<file path="src/design/pinmux_pkg.sv">
package pinmux_pkg;

  //////////////////////////////
  // Sizes
  //////////////////////////////

  localparam int PAD_NUM  = 16;
  // Port B in bits 7:0, port D in bits 15:8
  localparam int GPIO_W   = 16;
  localparam int PWM_NUM  = 6;
  localparam int UART_NUM = 2;
  localparam int INTR_NUM = 2;

  // Wishbone byte address and data
  localparam int WB_ADR_W = 4;
  localparam int WB_DAT_W = 32;

  typedef logic [PAD_NUM-1:0]  pad_vec_t;
  typedef logic [GPIO_W-1:0]   gpio_vec_t;
  typedef logic [PWM_NUM-1:0]  pwm_vec_t;
  typedef logic [UART_NUM-1:0] uart_vec_t;
  typedef logic [INTR_NUM-1:0] intr_vec_t;
  typedef logic [WB_ADR_W-1:0] wb_adr_t;
  typedef logic [WB_DAT_W-1:0] wb_dat_t;

  //////////////////////////////
  // Register map
  //////////////////////////////

  localparam wb_adr_t REG_GPIO_DIR   = 4'h0;
  localparam wb_adr_t REG_MULTI_FUNC = 4'h4;

  // Fields of the function select register
  localparam int FLD_PWM_LSB  = 0;
  localparam int FLD_INT_LSB  = 6;
  localparam int FLD_UART_LSB = 8;

  //////////////////////////////
  // Pad map
  //////////////////////////////

  // GPIO bit carried by each pad, pad 0 first
  localparam int PAD_GPIO_MAP [PAD_NUM] = '{
    8, 9, 10, 11, 12,  // D0 to D4
    6, 7,              // B6 B7, crystal pins
    13, 14, 15,        // D5 to D7
    0, 1, 2, 3, 4, 5   // B0 to B5
  };

  // Alternate function pads
  localparam int PAD_RXD [UART_NUM] = '{0, 2};
  localparam int PAD_TXD [UART_NUM] = '{1, 4};
  localparam int PAD_INT [INTR_NUM] = '{2, 3};
  localparam int PAD_PWM [PWM_NUM]  = '{3, 7, 8, 11, 12, 13};

endpackage

</file>
<file path="src/design/pinmux_cfg_regs.sv">
`timescale 1ns/1ps

module pinmux_cfg_regs (
  input  logic                  mclk_i,
  input  logic                  arst_n_i,
  // Wishbone classic slave
  input  logic                  wb_cyc_i,
  input  logic                  wb_stb_i,
  input  logic                  wb_we_i,
  input  pinmux_pkg::wb_adr_t   wb_adr_i,
  input  pinmux_pkg::wb_dat_t   wb_dat_i,
  input  logic [3:0]            wb_sel_i,
  output logic                  wb_ack_o,
  output pinmux_pkg::wb_dat_t   wb_dat_o,
  // Configuration towards the mux
  output pinmux_pkg::gpio_vec_t gpio_dir_o,
  output pinmux_pkg::pwm_vec_t  pwm_enb_o,
  output pinmux_pkg::intr_vec_t int_enb_o,
  output pinmux_pkg::uart_vec_t uart_enb_o
);
  import pinmux_pkg::*;

  logic    wb_req;
  logic    wr_en;
  wb_adr_t word_adr;
  wb_dat_t dir_img;
  wb_dat_t mf_img;
  wb_dat_t dir_wr;
  wb_dat_t mf_wr;
  wb_dat_t rd_data;

  // Keep old bytes where the select is low
  function automatic wb_dat_t merge_bytes(wb_dat_t cur, wb_dat_t wdat, logic [3:0] sel);
    wb_dat_t res;
    for (int b = 0; b < WB_DAT_W / 8; b++) begin
      res[8*b +: 8] = sel[b] ? wdat[8*b +: 8] : cur[8*b +: 8];
    end
    return res;
  endfunction

  // New request only while no ack is out
  assign wb_req   = wb_cyc_i & wb_stb_i & ~wb_ack_o;
  assign wr_en    = wb_req & wb_we_i;
  // Byte lanes ignored in decode
  assign word_adr = {wb_adr_i[WB_ADR_W-1:2], 2'b00};

  //////////////////////////////
  // Register images
  //////////////////////////////

  always_comb begin
    dir_img = '0;
    dir_img[GPIO_W-1:0] = gpio_dir_o;
    mf_img = '0;
    mf_img[FLD_PWM_LSB +: PWM_NUM]   = pwm_enb_o;
    mf_img[FLD_INT_LSB +: INTR_NUM]  = int_enb_o;
    mf_img[FLD_UART_LSB +: UART_NUM] = uart_enb_o;
  end

  assign dir_wr = merge_bytes(dir_img, wb_dat_i, wb_sel_i);
  assign mf_wr  = merge_bytes(mf_img, wb_dat_i, wb_sel_i);

  // Read mux, holes read zero
  always_comb begin
    case (word_adr)
      REG_GPIO_DIR:   rd_data = dir_img;
      REG_MULTI_FUNC: rd_data = mf_img;
      default:        rd_data = '0;
    endcase
  end

  //////////////////////////////
  // Ack and registers
  //////////////////////////////

  always_ff @(posedge mclk_i or negedge arst_n_i) begin
    if (!arst_n_i) begin
      wb_ack_o   <= 1'b0;
      gpio_dir_o <= '0;
      pwm_enb_o  <= '0;
      int_enb_o  <= '0;
      uart_enb_o <= '0;
    end else begin
      // Single cycle ack
      wb_ack_o <= wb_req;
      if (wr_en && word_adr == REG_GPIO_DIR) begin
        gpio_dir_o <= dir_wr[GPIO_W-1:0];
      end
      if (wr_en && word_adr == REG_MULTI_FUNC) begin
        pwm_enb_o  <= mf_wr[FLD_PWM_LSB +: PWM_NUM];
        int_enb_o  <= mf_wr[FLD_INT_LSB +: INTR_NUM];
        uart_enb_o <= mf_wr[FLD_UART_LSB +: UART_NUM];
      end
    end
  end

  // Read data valid with ack
  always_ff @(posedge mclk_i) begin
    if (wb_req) begin
      wb_dat_o <= rd_data;
    end
  end

  // Ack is a single pulse
  a_ack_pulse: assert property (@(posedge mclk_i) disable iff (!arst_n_i)
    wb_ack_o |=> !wb_ack_o);

  // Ack answers a request of the cycle before
  a_ack_req: assert property (@(posedge mclk_i) disable iff (!arst_n_i)
    wb_ack_o |-> $past(wb_cyc_i && wb_stb_i));

endmodule

</file>
<file path="src/design/pinmux_in_route.sv">
`timescale 1ns/1ps

module pinmux_in_route #(
  parameter int SYNC_STAGES = 2
) (
  input  logic                  mclk_i,
  input  logic                  arst_n_i,
  // Raw pad levels, asynchronous
  input  pinmux_pkg::pad_vec_t  pad_in_i,
  input  pinmux_pkg::intr_vec_t int_enb_i,
  input  pinmux_pkg::uart_vec_t uart_enb_i,
  output pinmux_pkg::gpio_vec_t gpio_in_o,
  output pinmux_pkg::uart_vec_t uart_rxd_o,
  output pinmux_pkg::intr_vec_t ext_intr_o
);
  import pinmux_pkg::*;

  // Stage 0 samples the pads
  pad_vec_t sync_q [SYNC_STAGES];
  pad_vec_t pad_sync;
  // Pads taken by an enabled UART receive
  pad_vec_t rx_owned;

  //////////////////////////////
  // Synchronizer
  //////////////////////////////

  always_ff @(posedge mclk_i or negedge arst_n_i) begin
    if (!arst_n_i) begin
      for (int s = 0; s < SYNC_STAGES; s++) begin
        sync_q[s] <= '0;
      end
    end else begin
      sync_q[0] <= pad_in_i;
      for (int s = 1; s < SYNC_STAGES; s++) begin
        sync_q[s] <= sync_q[s-1];
      end
    end
  end

  assign pad_sync = sync_q[SYNC_STAGES-1];

  //////////////////////////////
  // Routing
  //////////////////////////////

  // Scatter pads back to port bits
  always_comb begin
    gpio_in_o = '0;
    for (int p = 0; p < PAD_NUM; p++) begin
      gpio_in_o[PAD_GPIO_MAP[p]] = pad_sync[p];
    end
  end

  always_comb begin
    rx_owned   = '0;
    uart_rxd_o = '0;
    for (int u = 0; u < UART_NUM; u++) begin
      if (uart_enb_i[u]) begin
        rx_owned[PAD_RXD[u]] = 1'b1;
        uart_rxd_o[u]        = pad_sync[PAD_RXD[u]];
      end
    end
  end

  // RXD1 wins over INT0 on pad 2
  always_comb begin
    ext_intr_o = '0;
    for (int i = 0; i < INTR_NUM; i++) begin
      if (int_enb_i[i] && !rx_owned[PAD_INT[i]]) begin
        ext_intr_o[i] = pad_sync[PAD_INT[i]];
      end
    end
  end

endmodule

</file>
<file path="src/design/pinmux_out_sel.sv">
`timescale 1ns/1ps

module pinmux_out_sel (
  // GPIO data and direction
  input  pinmux_pkg::gpio_vec_t gpio_out_i,
  input  pinmux_pkg::gpio_vec_t gpio_dir_i,
  // Function enables
  input  pinmux_pkg::pwm_vec_t  pwm_enb_i,
  input  pinmux_pkg::intr_vec_t int_enb_i,
  input  pinmux_pkg::uart_vec_t uart_enb_i,
  // Alternate function outputs
  input  pinmux_pkg::pwm_vec_t  pwm_wfm_i,
  input  pinmux_pkg::uart_vec_t uart_txd_i,
  // Pad side, oen active low
  output pinmux_pkg::pad_vec_t  pad_out_o,
  output pinmux_pkg::pad_vec_t  pad_oen_o
);
  import pinmux_pkg::*;

  // Per pad result of each priority level
  pad_vec_t gpio_out;
  pad_vec_t gpio_oen;

  //////////////////////////////
  // GPIO level
  //////////////////////////////

  // Gather port bits onto pads
  always_comb begin
    gpio_out = '0;
    gpio_oen = '1;
    for (int p = 0; p < PAD_NUM; p++) begin
      if (gpio_dir_i[PAD_GPIO_MAP[p]]) begin
        gpio_out[p] = gpio_out_i[PAD_GPIO_MAP[p]];
        gpio_oen[p] = 1'b0;
      end
    end
  end

  //////////////////////////////
  // Function overrides
  //////////////////////////////

  // Lowest priority applied first
  // Later levels overwrite earlier ones
  always_comb begin
    pad_out_o = gpio_out;
    pad_oen_o = gpio_oen;

    // Interrupt pads turn into inputs
    for (int i = 0; i < INTR_NUM; i++) begin
      if (int_enb_i[i]) begin
        pad_out_o[PAD_INT[i]] = 1'b0;
        pad_oen_o[PAD_INT[i]] = 1'b1;
      end
    end

    // PWM waveform, always driven
    for (int k = 0; k < PWM_NUM; k++) begin
      if (pwm_enb_i[k]) begin
        pad_out_o[PAD_PWM[k]] = pwm_wfm_i[k];
        pad_oen_o[PAD_PWM[k]] = 1'b0;
      end
    end

    // UART receive pads are inputs
    for (int u = 0; u < UART_NUM; u++) begin
      if (uart_enb_i[u]) begin
        pad_out_o[PAD_RXD[u]] = 1'b0;
        pad_oen_o[PAD_RXD[u]] = 1'b1;
      end
    end

    // UART transmit on top
    for (int u = 0; u < UART_NUM; u++) begin
      if (uart_enb_i[u]) begin
        pad_out_o[PAD_TXD[u]] = uart_txd_i[u];
        pad_oen_o[PAD_TXD[u]] = 1'b0;
      end
    end
  end

  //////////////////////////////
  // Checks
  //////////////////////////////

  // No UART pad may shadow a PWM pad
  always_comb begin
    for (int k = 0; k < PWM_NUM; k++) begin
      if (pwm_enb_i[k]) begin
        assert (!pad_oen_o[PAD_PWM[k]])
          else $error("PWM %0d enabled but pad %0d not driven", k, PAD_PWM[k]);
      end
    end
  end

endmodule

</file>
<file path="src/design/pinmux_top.sv">
`timescale 1ns/1ps

module pinmux_top #(
  // Synchronizer depth on pad inputs
  parameter int SYNC_STAGES = 2
) (
  input  logic                  mclk_i,
  input  logic                  arst_n_i,
  // Wishbone classic slave
  input  logic                  wb_cyc_i,
  input  logic                  wb_stb_i,
  input  logic                  wb_we_i,
  input  pinmux_pkg::wb_adr_t   wb_adr_i,
  input  pinmux_pkg::wb_dat_t   wb_dat_i,
  input  logic [3:0]            wb_sel_i,
  output logic                  wb_ack_o,
  output pinmux_pkg::wb_dat_t   wb_dat_o,
  // Pads
  input  pinmux_pkg::pad_vec_t  pad_in_i,
  output pinmux_pkg::pad_vec_t  pad_out_o,
  output pinmux_pkg::pad_vec_t  pad_oen_o,
  // GPIO core side
  input  pinmux_pkg::gpio_vec_t gpio_out_i,
  output pinmux_pkg::gpio_vec_t gpio_in_o,
  // PWM timers
  input  pinmux_pkg::pwm_vec_t  pwm_wfm_i,
  output pinmux_pkg::pwm_vec_t  pwm_enb_o,
  // UARTs and interrupt controller
  input  pinmux_pkg::uart_vec_t uart_txd_i,
  output pinmux_pkg::uart_vec_t uart_rxd_o,
  output pinmux_pkg::intr_vec_t ext_intr_o
);
  import pinmux_pkg::*;

  gpio_vec_t gpio_dir;
  intr_vec_t int_enb;
  uart_vec_t uart_enb;

  // Configuration registers
  pinmux_cfg_regs u_cfg_regs (
    .mclk_i     (mclk_i),
    .arst_n_i   (arst_n_i),
    .wb_cyc_i   (wb_cyc_i),
    .wb_stb_i   (wb_stb_i),
    .wb_we_i    (wb_we_i),
    .wb_adr_i   (wb_adr_i),
    .wb_dat_i   (wb_dat_i),
    .wb_sel_i   (wb_sel_i),
    .wb_ack_o   (wb_ack_o),
    .wb_dat_o   (wb_dat_o),
    .gpio_dir_o (gpio_dir),
    .pwm_enb_o  (pwm_enb_o),
    .int_enb_o  (int_enb),
    .uart_enb_o (uart_enb)
  );

  // Pad inputs, synchronized then routed
  pinmux_in_route #(
    .SYNC_STAGES (SYNC_STAGES)
  ) u_in_route (
    .mclk_i     (mclk_i),
    .arst_n_i   (arst_n_i),
    .pad_in_i   (pad_in_i),
    .int_enb_i  (int_enb),
    .uart_enb_i (uart_enb),
    .gpio_in_o  (gpio_in_o),
    .uart_rxd_o (uart_rxd_o),
    .ext_intr_o (ext_intr_o)
  );

  // Pad outputs, combinational
  pinmux_out_sel u_out_sel (
    .gpio_out_i (gpio_out_i),
    .gpio_dir_i (gpio_dir),
    .pwm_enb_i  (pwm_enb_o),
    .int_enb_i  (int_enb),
    .uart_enb_i (uart_enb),
    .pwm_wfm_i  (pwm_wfm_i),
    .uart_txd_i (uart_txd_i),
    .pad_out_o  (pad_out_o),
    .pad_oen_o  (pad_oen_o)
  );

endmodule

</file>
<file path="config.mk">
export PLATFORM = sky130hd
export DESIGN_NAME = pinmux_top
export DESIGN_NICKNAME = d
export VERILOG_FILES = /design/src/design/pinmux_pkg.sv /design/src/design/pinmux_cfg_regs.sv /design/src/design/pinmux_in_route.sv /design/src/design/pinmux_out_sel.sv /design/src/design/pinmux_top.sv
export SDC_FILE = /design/constraint.sdc
export NUM_CORES = 1
export LEC_CHECK = 0
export BUFFER_PORTS_ARGS = -buffer_cell sky130_fd_sc_hd__buf_4
export CAP_MARGIN = 20
export CORE_MARGIN = 2
export CORE_UTILIZATION = 43
export DETAILED_ROUTE_END_ITERATION = 10
export GPL_ROUTABILITY_DRIVEN = 1
export HOLD_SLACK_MARGIN = 0.1
export PLACE_DENSITY_LB_ADDON = 0.05
export SYNTH_ARGS = -nofsm -noshare
export SYNTH_HDL_FRONTEND = slang
export SYNTH_SLANG_ARGS = --single-unit
</file>
<file path="constraint.sdc">
create_clock -name mclk_i -period 2.3 [get_ports mclk_i]
set_clock_uncertainty 0.15 [all_clocks]
set_input_delay 0 -clock mclk_i [delete_from_list [all_inputs] [get_ports mclk_i]]
set_output_delay 0 -clock mclk_i [all_outputs]
set_load 0.1 [all_outputs]
</file>
==> metrics.yaml, run 1 <==
status:
  outcome: "complete, no violations"
timing:
  fin_tns_setup_ns: 0
  min_period_over_period_pct: 94.7
  rsz0062_at_grt: "no"
  period_minus_slack_ns: 2.18
  setup_slack_ns: 0.122
  setup_viol: 0
  hold_viol: 0
  clock.fmax_ghz: 0.459
  worst_pin_slew_ns: 0.733
  slew_violations: 0
  slew_headroom_pct: 51.1
route:
  drt_iter0_drc: 49
  firstDrtPassIters: 4
  avgViaCountPerCell: 4.40
  via_count: 2234
  routedWlPerCell_um: 13.3
  finalWirelength_mm: 6.77
  antenna_left: 0
  drc: 0
floorplanning:
  io_pins: 176
  initial_core_util_pct: 44.3
  core-area_mm2: 0.00679
  die_x_um: 87.6
  die_y_um: 87.6
  die-area_mm2: 0.00768
  num_rows: 30
synthesis:
  yosysSeqAreaShare_pct: 65.1
  ys_ff_latch: 75
  syn_avg_cell_area_um2: 13.3
  synth_cells: 227
  yosys_warnings: 0
  syn_area_mm2: 0.00301
  synth.distinct_cells: 23
final_layout:
  fillers: 521
  drive_above_1_share_pct: 48.5
  final_common_cell: "buf_4"
  layout_common_cells: "140 x buf_4, 59 x dfrtp_1, 50 x dlygate4sd3_1, 26 x mux2_2, 17 x nand2_1"
  diodes: 0
  nets: 492
  area_growth_pct: 56.9
global_routing:
  grt_pass1_vias: 2250
  antenna_found_initial: 0
  grt_start_max_net_pins: 60
  grt_util_all_layers_pct: 18.4
  grt_pass1_wl_mm: 10.6
  grt_overflow: 0
min_path:
  hp-class: "in2async"
clock_network:
  worstSkewPairLatency_ns: 0.34
  post_cts_buffers: 0
  clk_pin_slew_worst_paths_ns: 0.08
  cts_buffers: 9
  root_buffer: "clkbuf_8"
  clockBufferDepth: 2
  cts_sinks: 75
  cts_max_level: 3
  cts_tree: "built"
critical_path:
  reg2regPathDepth: 4
  rrSetupSlack_ns: 0.12
  worstPathCellList: "and4b_4 -> nand3_2 -> mux2_2 -> dlygate4sd3_1"
  cp_data_required_time_ns: 2.37
  cp_max_fo: 8
  reg2reg_from: "u_cfg_regs.wb_ack_o$_DFF_PN0_"
  crit_path_start_kind: "flip-flop"
  cp_top_family: "simple AND/OR/NAND/NOR gates"
  crit_arrival_ns: 2.24
  critPathKind: "reg2reg"
  end_kind: "flip-flop"
  r2r_end: "u_cfg_regs.gpio_dir_o[13]$_DFFE_PN0P_"
  critical-path-max-stage-delay_ns: 0.55
  worst-path-buf-inv: 1
  slowest_stage: "dlygate4sd3_1"
placement:
  place_ws_ns: 0.364
  place_hpwl_mm: 4.44
  portBuffers: 139
  gp_congestion: 0.695
power_and_ir_drop:
  peakVddDrop_mv: 0.597
  powerDensity_mw_per_mm2: 989
  p_leak_nw: 2.30
job:
  drv_cap: 0
report_power, final:
| group | switching (mW) | internal, mW | total, mW |
|---|---|---|---|
| sequential | 0.124 | 1.49 | 1.62 |
| clock | 0.499 | 0.542 | 1.04 |
| combinational | 1.53 | 0.484 | 2.01 |
| total | 2.15 | 2.52 | 4.67 |
worst reg2reg max path, delay by kind of cell (launching register included):
family / cells / cell delay, ns
mux: 1 / 0.35
buf+inv: 1 / 0.55
simple gates: 2 / 0.61
flops: 1 / 0.40
what timing repair did:
action,CTS,global route
hold buffers,50,0
hold endpoints to repair,113,0
endpoints found under the setup margin,0,0
resized for setup,0,0
through the flow:
stage | utilization [%] | power, mW | hold WS (ns) | cells | cell area (um2)
floorplan | - | 3.19 | -0.446 | 242 | 3100
global placement | 59.1 | 3.54 | -0.0412 | 442 | 4010
detailed placement | 59.1 | 3.56 | -0.0423 | 442 | 4010
CTS | 69.5 | 4.71 | 0.130 | 508 | 4720
global route | 69.5 | 4.85 | 0.141 | 508 | 4720
finish | 69.5 | 4.67 | 0.0890 | 508 | 4720
cell type report:
type / count / area (um2) / share of cell area (%)
Multi-Input combinational cell: 123 / 856 / 18.1
Inverter: 8 / 30.0 / 0.636
Clock inverter: 6 / 68.8 / 1.46
Tap cell: 96 / 120 / 2.54
Clock buffer: 10 / 138 / 2.92
Timing Repair Buffer: 190 / 1550 / 32.9
Sequential cell: 75 / 1960 / 41.5
cells in the mapped netlist:
master | instances | area share, %
nand4b_1 | 1 | 0.29
buf_6 | 1 | 0.37
mux2_2 | 26 | 9.7
nor3_1 | 1 | 0.17
buf_2 | 1 | 0.17
nor2_2 | 1 | 0.21
conb_1 | 1 | 0.12
nand2b_1 | 1 | 0.21
clkbuf_1 | 2 | 0.25
and3_1 | 1 | 0.21
inv_1 | 8 | 1.0
nand3_2 | 2 | 0.67
and2_1 | 14 | 2.9
nand2_1 | 17 | 2.1
and4b_4 | 1 | 0.46
buf_4 | 32 | 8.0
a21oi_1 | 1 | 0.17
and4b_1 | 1 | 0.33
nor2_1 | 22 | 2.7
dfrtp_1 | 59 | 49
o21ai_0 | 7 | 1.2
mux2i_1 | 11 | 3.7
edfxtp_1 | 16 | 16
how the worst max path moves through the flow:
stage	startpoint	to	cells past startpoint
6_report	u_cfg_regs.wb_ack_o$_DFF_PN0_	u_cfg_regs.gpio_dir_o[13]$_DFFE_PN0P_	4
5_1_grt	u_cfg_regs.wb_ack_o$_DFF_PN0_	u_cfg_regs.gpio_dir_o[13]$_DFFE_PN0P_	4
4_1_cts	u_cfg_regs.wb_ack_o$_DFF_PN0_	u_cfg_regs.gpio_dir_o[7]$_DFFE_PN0P_	4
3_5_place_dp	u_cfg_regs.wb_ack_o$_DFF_PN0_	u_cfg_regs.pwm_enb_o[4]$_DFFE_PN0P_	3
3_3_place_gp	u_cfg_regs.wb_ack_o$_DFF_PN0_	u_cfg_regs.int_enb_o[1]$_DFFE_PN0P_	3
2_1_floorplan	u_cfg_regs.pwm_enb_o[0]$_DFFE_PN0P_	pad_out_o[3]	2
sequential cells by signal, indices dropped and copies added, names as in the netlist:
name and count:
u_cfg_regs.gpio_dir_o 16, u_cfg_regs.int_enb_o 2, u_cfg_regs.pwm_enb_o 6, u_cfg_regs.uart_enb_o 2, u_cfg_regs.wb_ack_o 1, u_cfg_regs.wb_dat_o 16
u_in_route.pad_sync 16, u_in_route.sync_q 16
routing by layer:
layer | up-vias | part of all wire, % | track usage, %
met2 | 85 | 53 | 31.7
met4 | 0 | 1.4 | 7.97
met1 | 1076 | 38 | 21.7
met5 | - | 0 | 0
li1 | 1066 | - | -
met3 | 7 | 6.9 | 5.00
cells by family (layout without fill, tap and decap cells):
| kind of cell | count (synthesis) | count (layout) | synth area share [%] |
|---|---|---|---|
| compound gates | 8 | 8 | 1.33 |
| other cells | 1 | 16 | 0.125 |
| mux | 37 | 37 | 13.4 |
| flops | 75 | 75 | 65.1 |
| simple gates | 62 | 62 | 10.3 |
| buf+inv | 44 | 214 | 9.78 |
(Power assumes the default switching activity.)
==> inputs of run 2 (changes only) <==
- RECOVER_POWER: not set -> 100
==> run 2 against run 1 <==
Cell area decreased by 5.7%. Die area is the same. First-iteration DRC count is 12% lower. Utilization decreased by 4.0 points. Critical path type unchanged. Non-clock buffer count is the same. Fmax is 0.15% higher. Global-route usage stayed put. Clock power about the same.
==> metrics.yaml, run 2 (synthesis results as in run 1) <==
critical_path:
  slowest_stage: "dlygate4sd3_1"
  path_depth: 4
  cp_top_family: "simple AND/OR/NAND/NOR gates"
  cp_max_fo: 8
  critical-path-max-stage-delay_ns: 0.56
  worstPathCellList: "and4b_4 -> nand3_2 -> mux2_2 -> dlygate4sd3_1"
  worst-path-buf-inv: 1
  reg2regPathDepth: 4
  critPathKind: "reg2reg"
  crit_arrival_ns: 2.25
  cp_data_required_time_ns: 2.37
  crit_path_start_kind: "flip-flop"
  end_kind: "flip-flop"
floorplanning:
  initial_core_util_pct: 44.3
  core-area_mm2: 0.00679
  io_pins: 176
  die_x_um: 87.6
  num_rows: 30
  die_y_um: 87.6
  die-area_mm2: 0.00768
final_layout:
  fin_util_pct: 65.5
  final_area_mm2: 0.00445
  diodes: 0
  fillers: 600
  final_common_cell: "clkbuf_1"
  area_growth_pct: 48.0
  drive_above_1_share_pct: 34.0
  nets: 492
  layout_common_cells: "60 x clkbuf_1, 59 x dfrtp_1, 50 x dlygate4sd3_1, 46 x buf_4, 26 x mux2_2"
timing:
  setup_slack_ns: 0.126
  setup_viol: 0
  min_period_over_period_pct: 94.5
  rsz0062_at_grt: "no"
  period_minus_slack_ns: 2.17
  holdWs_ns: 0.168
  worst_pin_slew_ns: 1.43
  slew_headroom_pct: 4.34
  hold_viol: 0
  clock.fmax_ghz: 0.460
  slew_violations: 0
route:
  firstDrtPassIters: 4
  finalWirelength_mm: 6.78
  via_count: 2227
  routedWlPerCell_um: 13.3
  avgViaCountPerCell: 4.38
  drc: 0
  drt_iter0_drc: 43
  antenna_left: 0
clock_network:
  cts_buffers: 9
  root_buffer: "clkbuf_8"
  worstSkewPairLatency_ns: 0.34
  clockBufferDepth: 2
  clk_pin_slew_worst_paths_ns: 0.08
  cts_max_level: 3
  cts_sinks: 75
  cts_resized: 0
  cts_tree: "built"
  post_cts_buffers: 0
global_routing:
  grt_pass1_wl_mm: 10.6
  grt_start_max_net_pins: 60
  grt_util_all_layers_pct: 18.4
  grt_overflow: 0
  grt_pass1_vias: 2250
  antenna_found_initial: 0
min_path:
  hp-class: "in2reg"
  min_delay_path_depth: 2
power_and_ir_drop:
  p_leak_nw: 2.06
  power_mw: 4.53
  powerDensity_mw_per_mm2: 1020
  peakVddDrop_mv: 0.594
placement:
  gp_congestion: 0.695
  portBuffers: 139
  place_ws_ns: 0.364
  place_area_mm2: 0.00401
  place_hpwl_mm: 4.44
job:
  drv_cap: 0
status:
  outcome: "complete, no violations"
==> run 2: worst paths after layout <==
| check | from | endpoint | slack (ns) |
|---|---|---|---|
| setup / recovery | u_cfg_regs.wb_ack_o$_DFF_PN0_ | u_cfg_regs.gpio_dir_o[7]$_DFFE_PN0P_ | 0.13 |
| setup reg to reg | u_cfg_regs.wb_ack_o$_DFF_PN0_ | u_cfg_regs.gpio_dir_o[7]$_DFFE_PN0P_ | 0.13 |
| hold reg to reg | u_in_route.sync_q[27]$_DFF_PN0_ | u_in_route.pad_sync[11]$_DFF_PN0_ | 0.20 |
| max in group asynchronous | arst_n_i | u_in_route.pad_sync[2]$_DFF_PN0_ | 0.75 |
| hold / removal | pad_in_i[2] | u_in_route.sync_q[18]$_DFF_PN0_ | 0.17 |
| min in group asynchronous | arst_n_i | u_cfg_regs.gpio_dir_o[15]$_DFFE_PN0P_ | 0.37 |
==> run 2: area by class of cell <==
class	count	area, um2	share of cell area (%)
inverter	8	30.0	0.675
clock inverter	6	68.8	1.55
multi-input combinational	123	856	19.2
clock buffer	10	138	3.09
sequential	75	1960	44.0
timing repair buffer	190	1280	28.8
tap	96	120	2.70
==> run 2: what timing repair did <==
| action | 4_1_cts | 5_1_grt |
|---|---|---|
| hold buffers | 50 | 0 |
| hold endpoints to repair | 113 | 0 |
| endpoints found under the setup margin | 0 | 0 |
==> run 2: per-layer routing <==
layer	part of all wire (%)	wire [um]	vias to the layer above	GRT usage, %
li1	-	-	1070	-
met1	40	2690	1066	21.7
met2	53	3570	84	31.7
met3	6.4	433	7	5.00
met4	1.4	95	0	7.97
met5	0	0	-	0
==> run 2: per-stage QoR <==
stage                     std cells  TNS (ns)
after floorplan                 242    -0.205
after global placement          442         0
after detailed placement        442         0
after CTS                       508         0
after global routing            508         0
final                           508         0
==> run 2: power by group <==
part           total, mW  switching, mW  leakage (nW)  internal, mW
Sequential          1.61          0.122         0.877          1.49
Combinational       1.88           1.53          1.08         0.352
Clock               1.04          0.497         0.108         0.542
Total               4.53           2.15          2.06          2.38
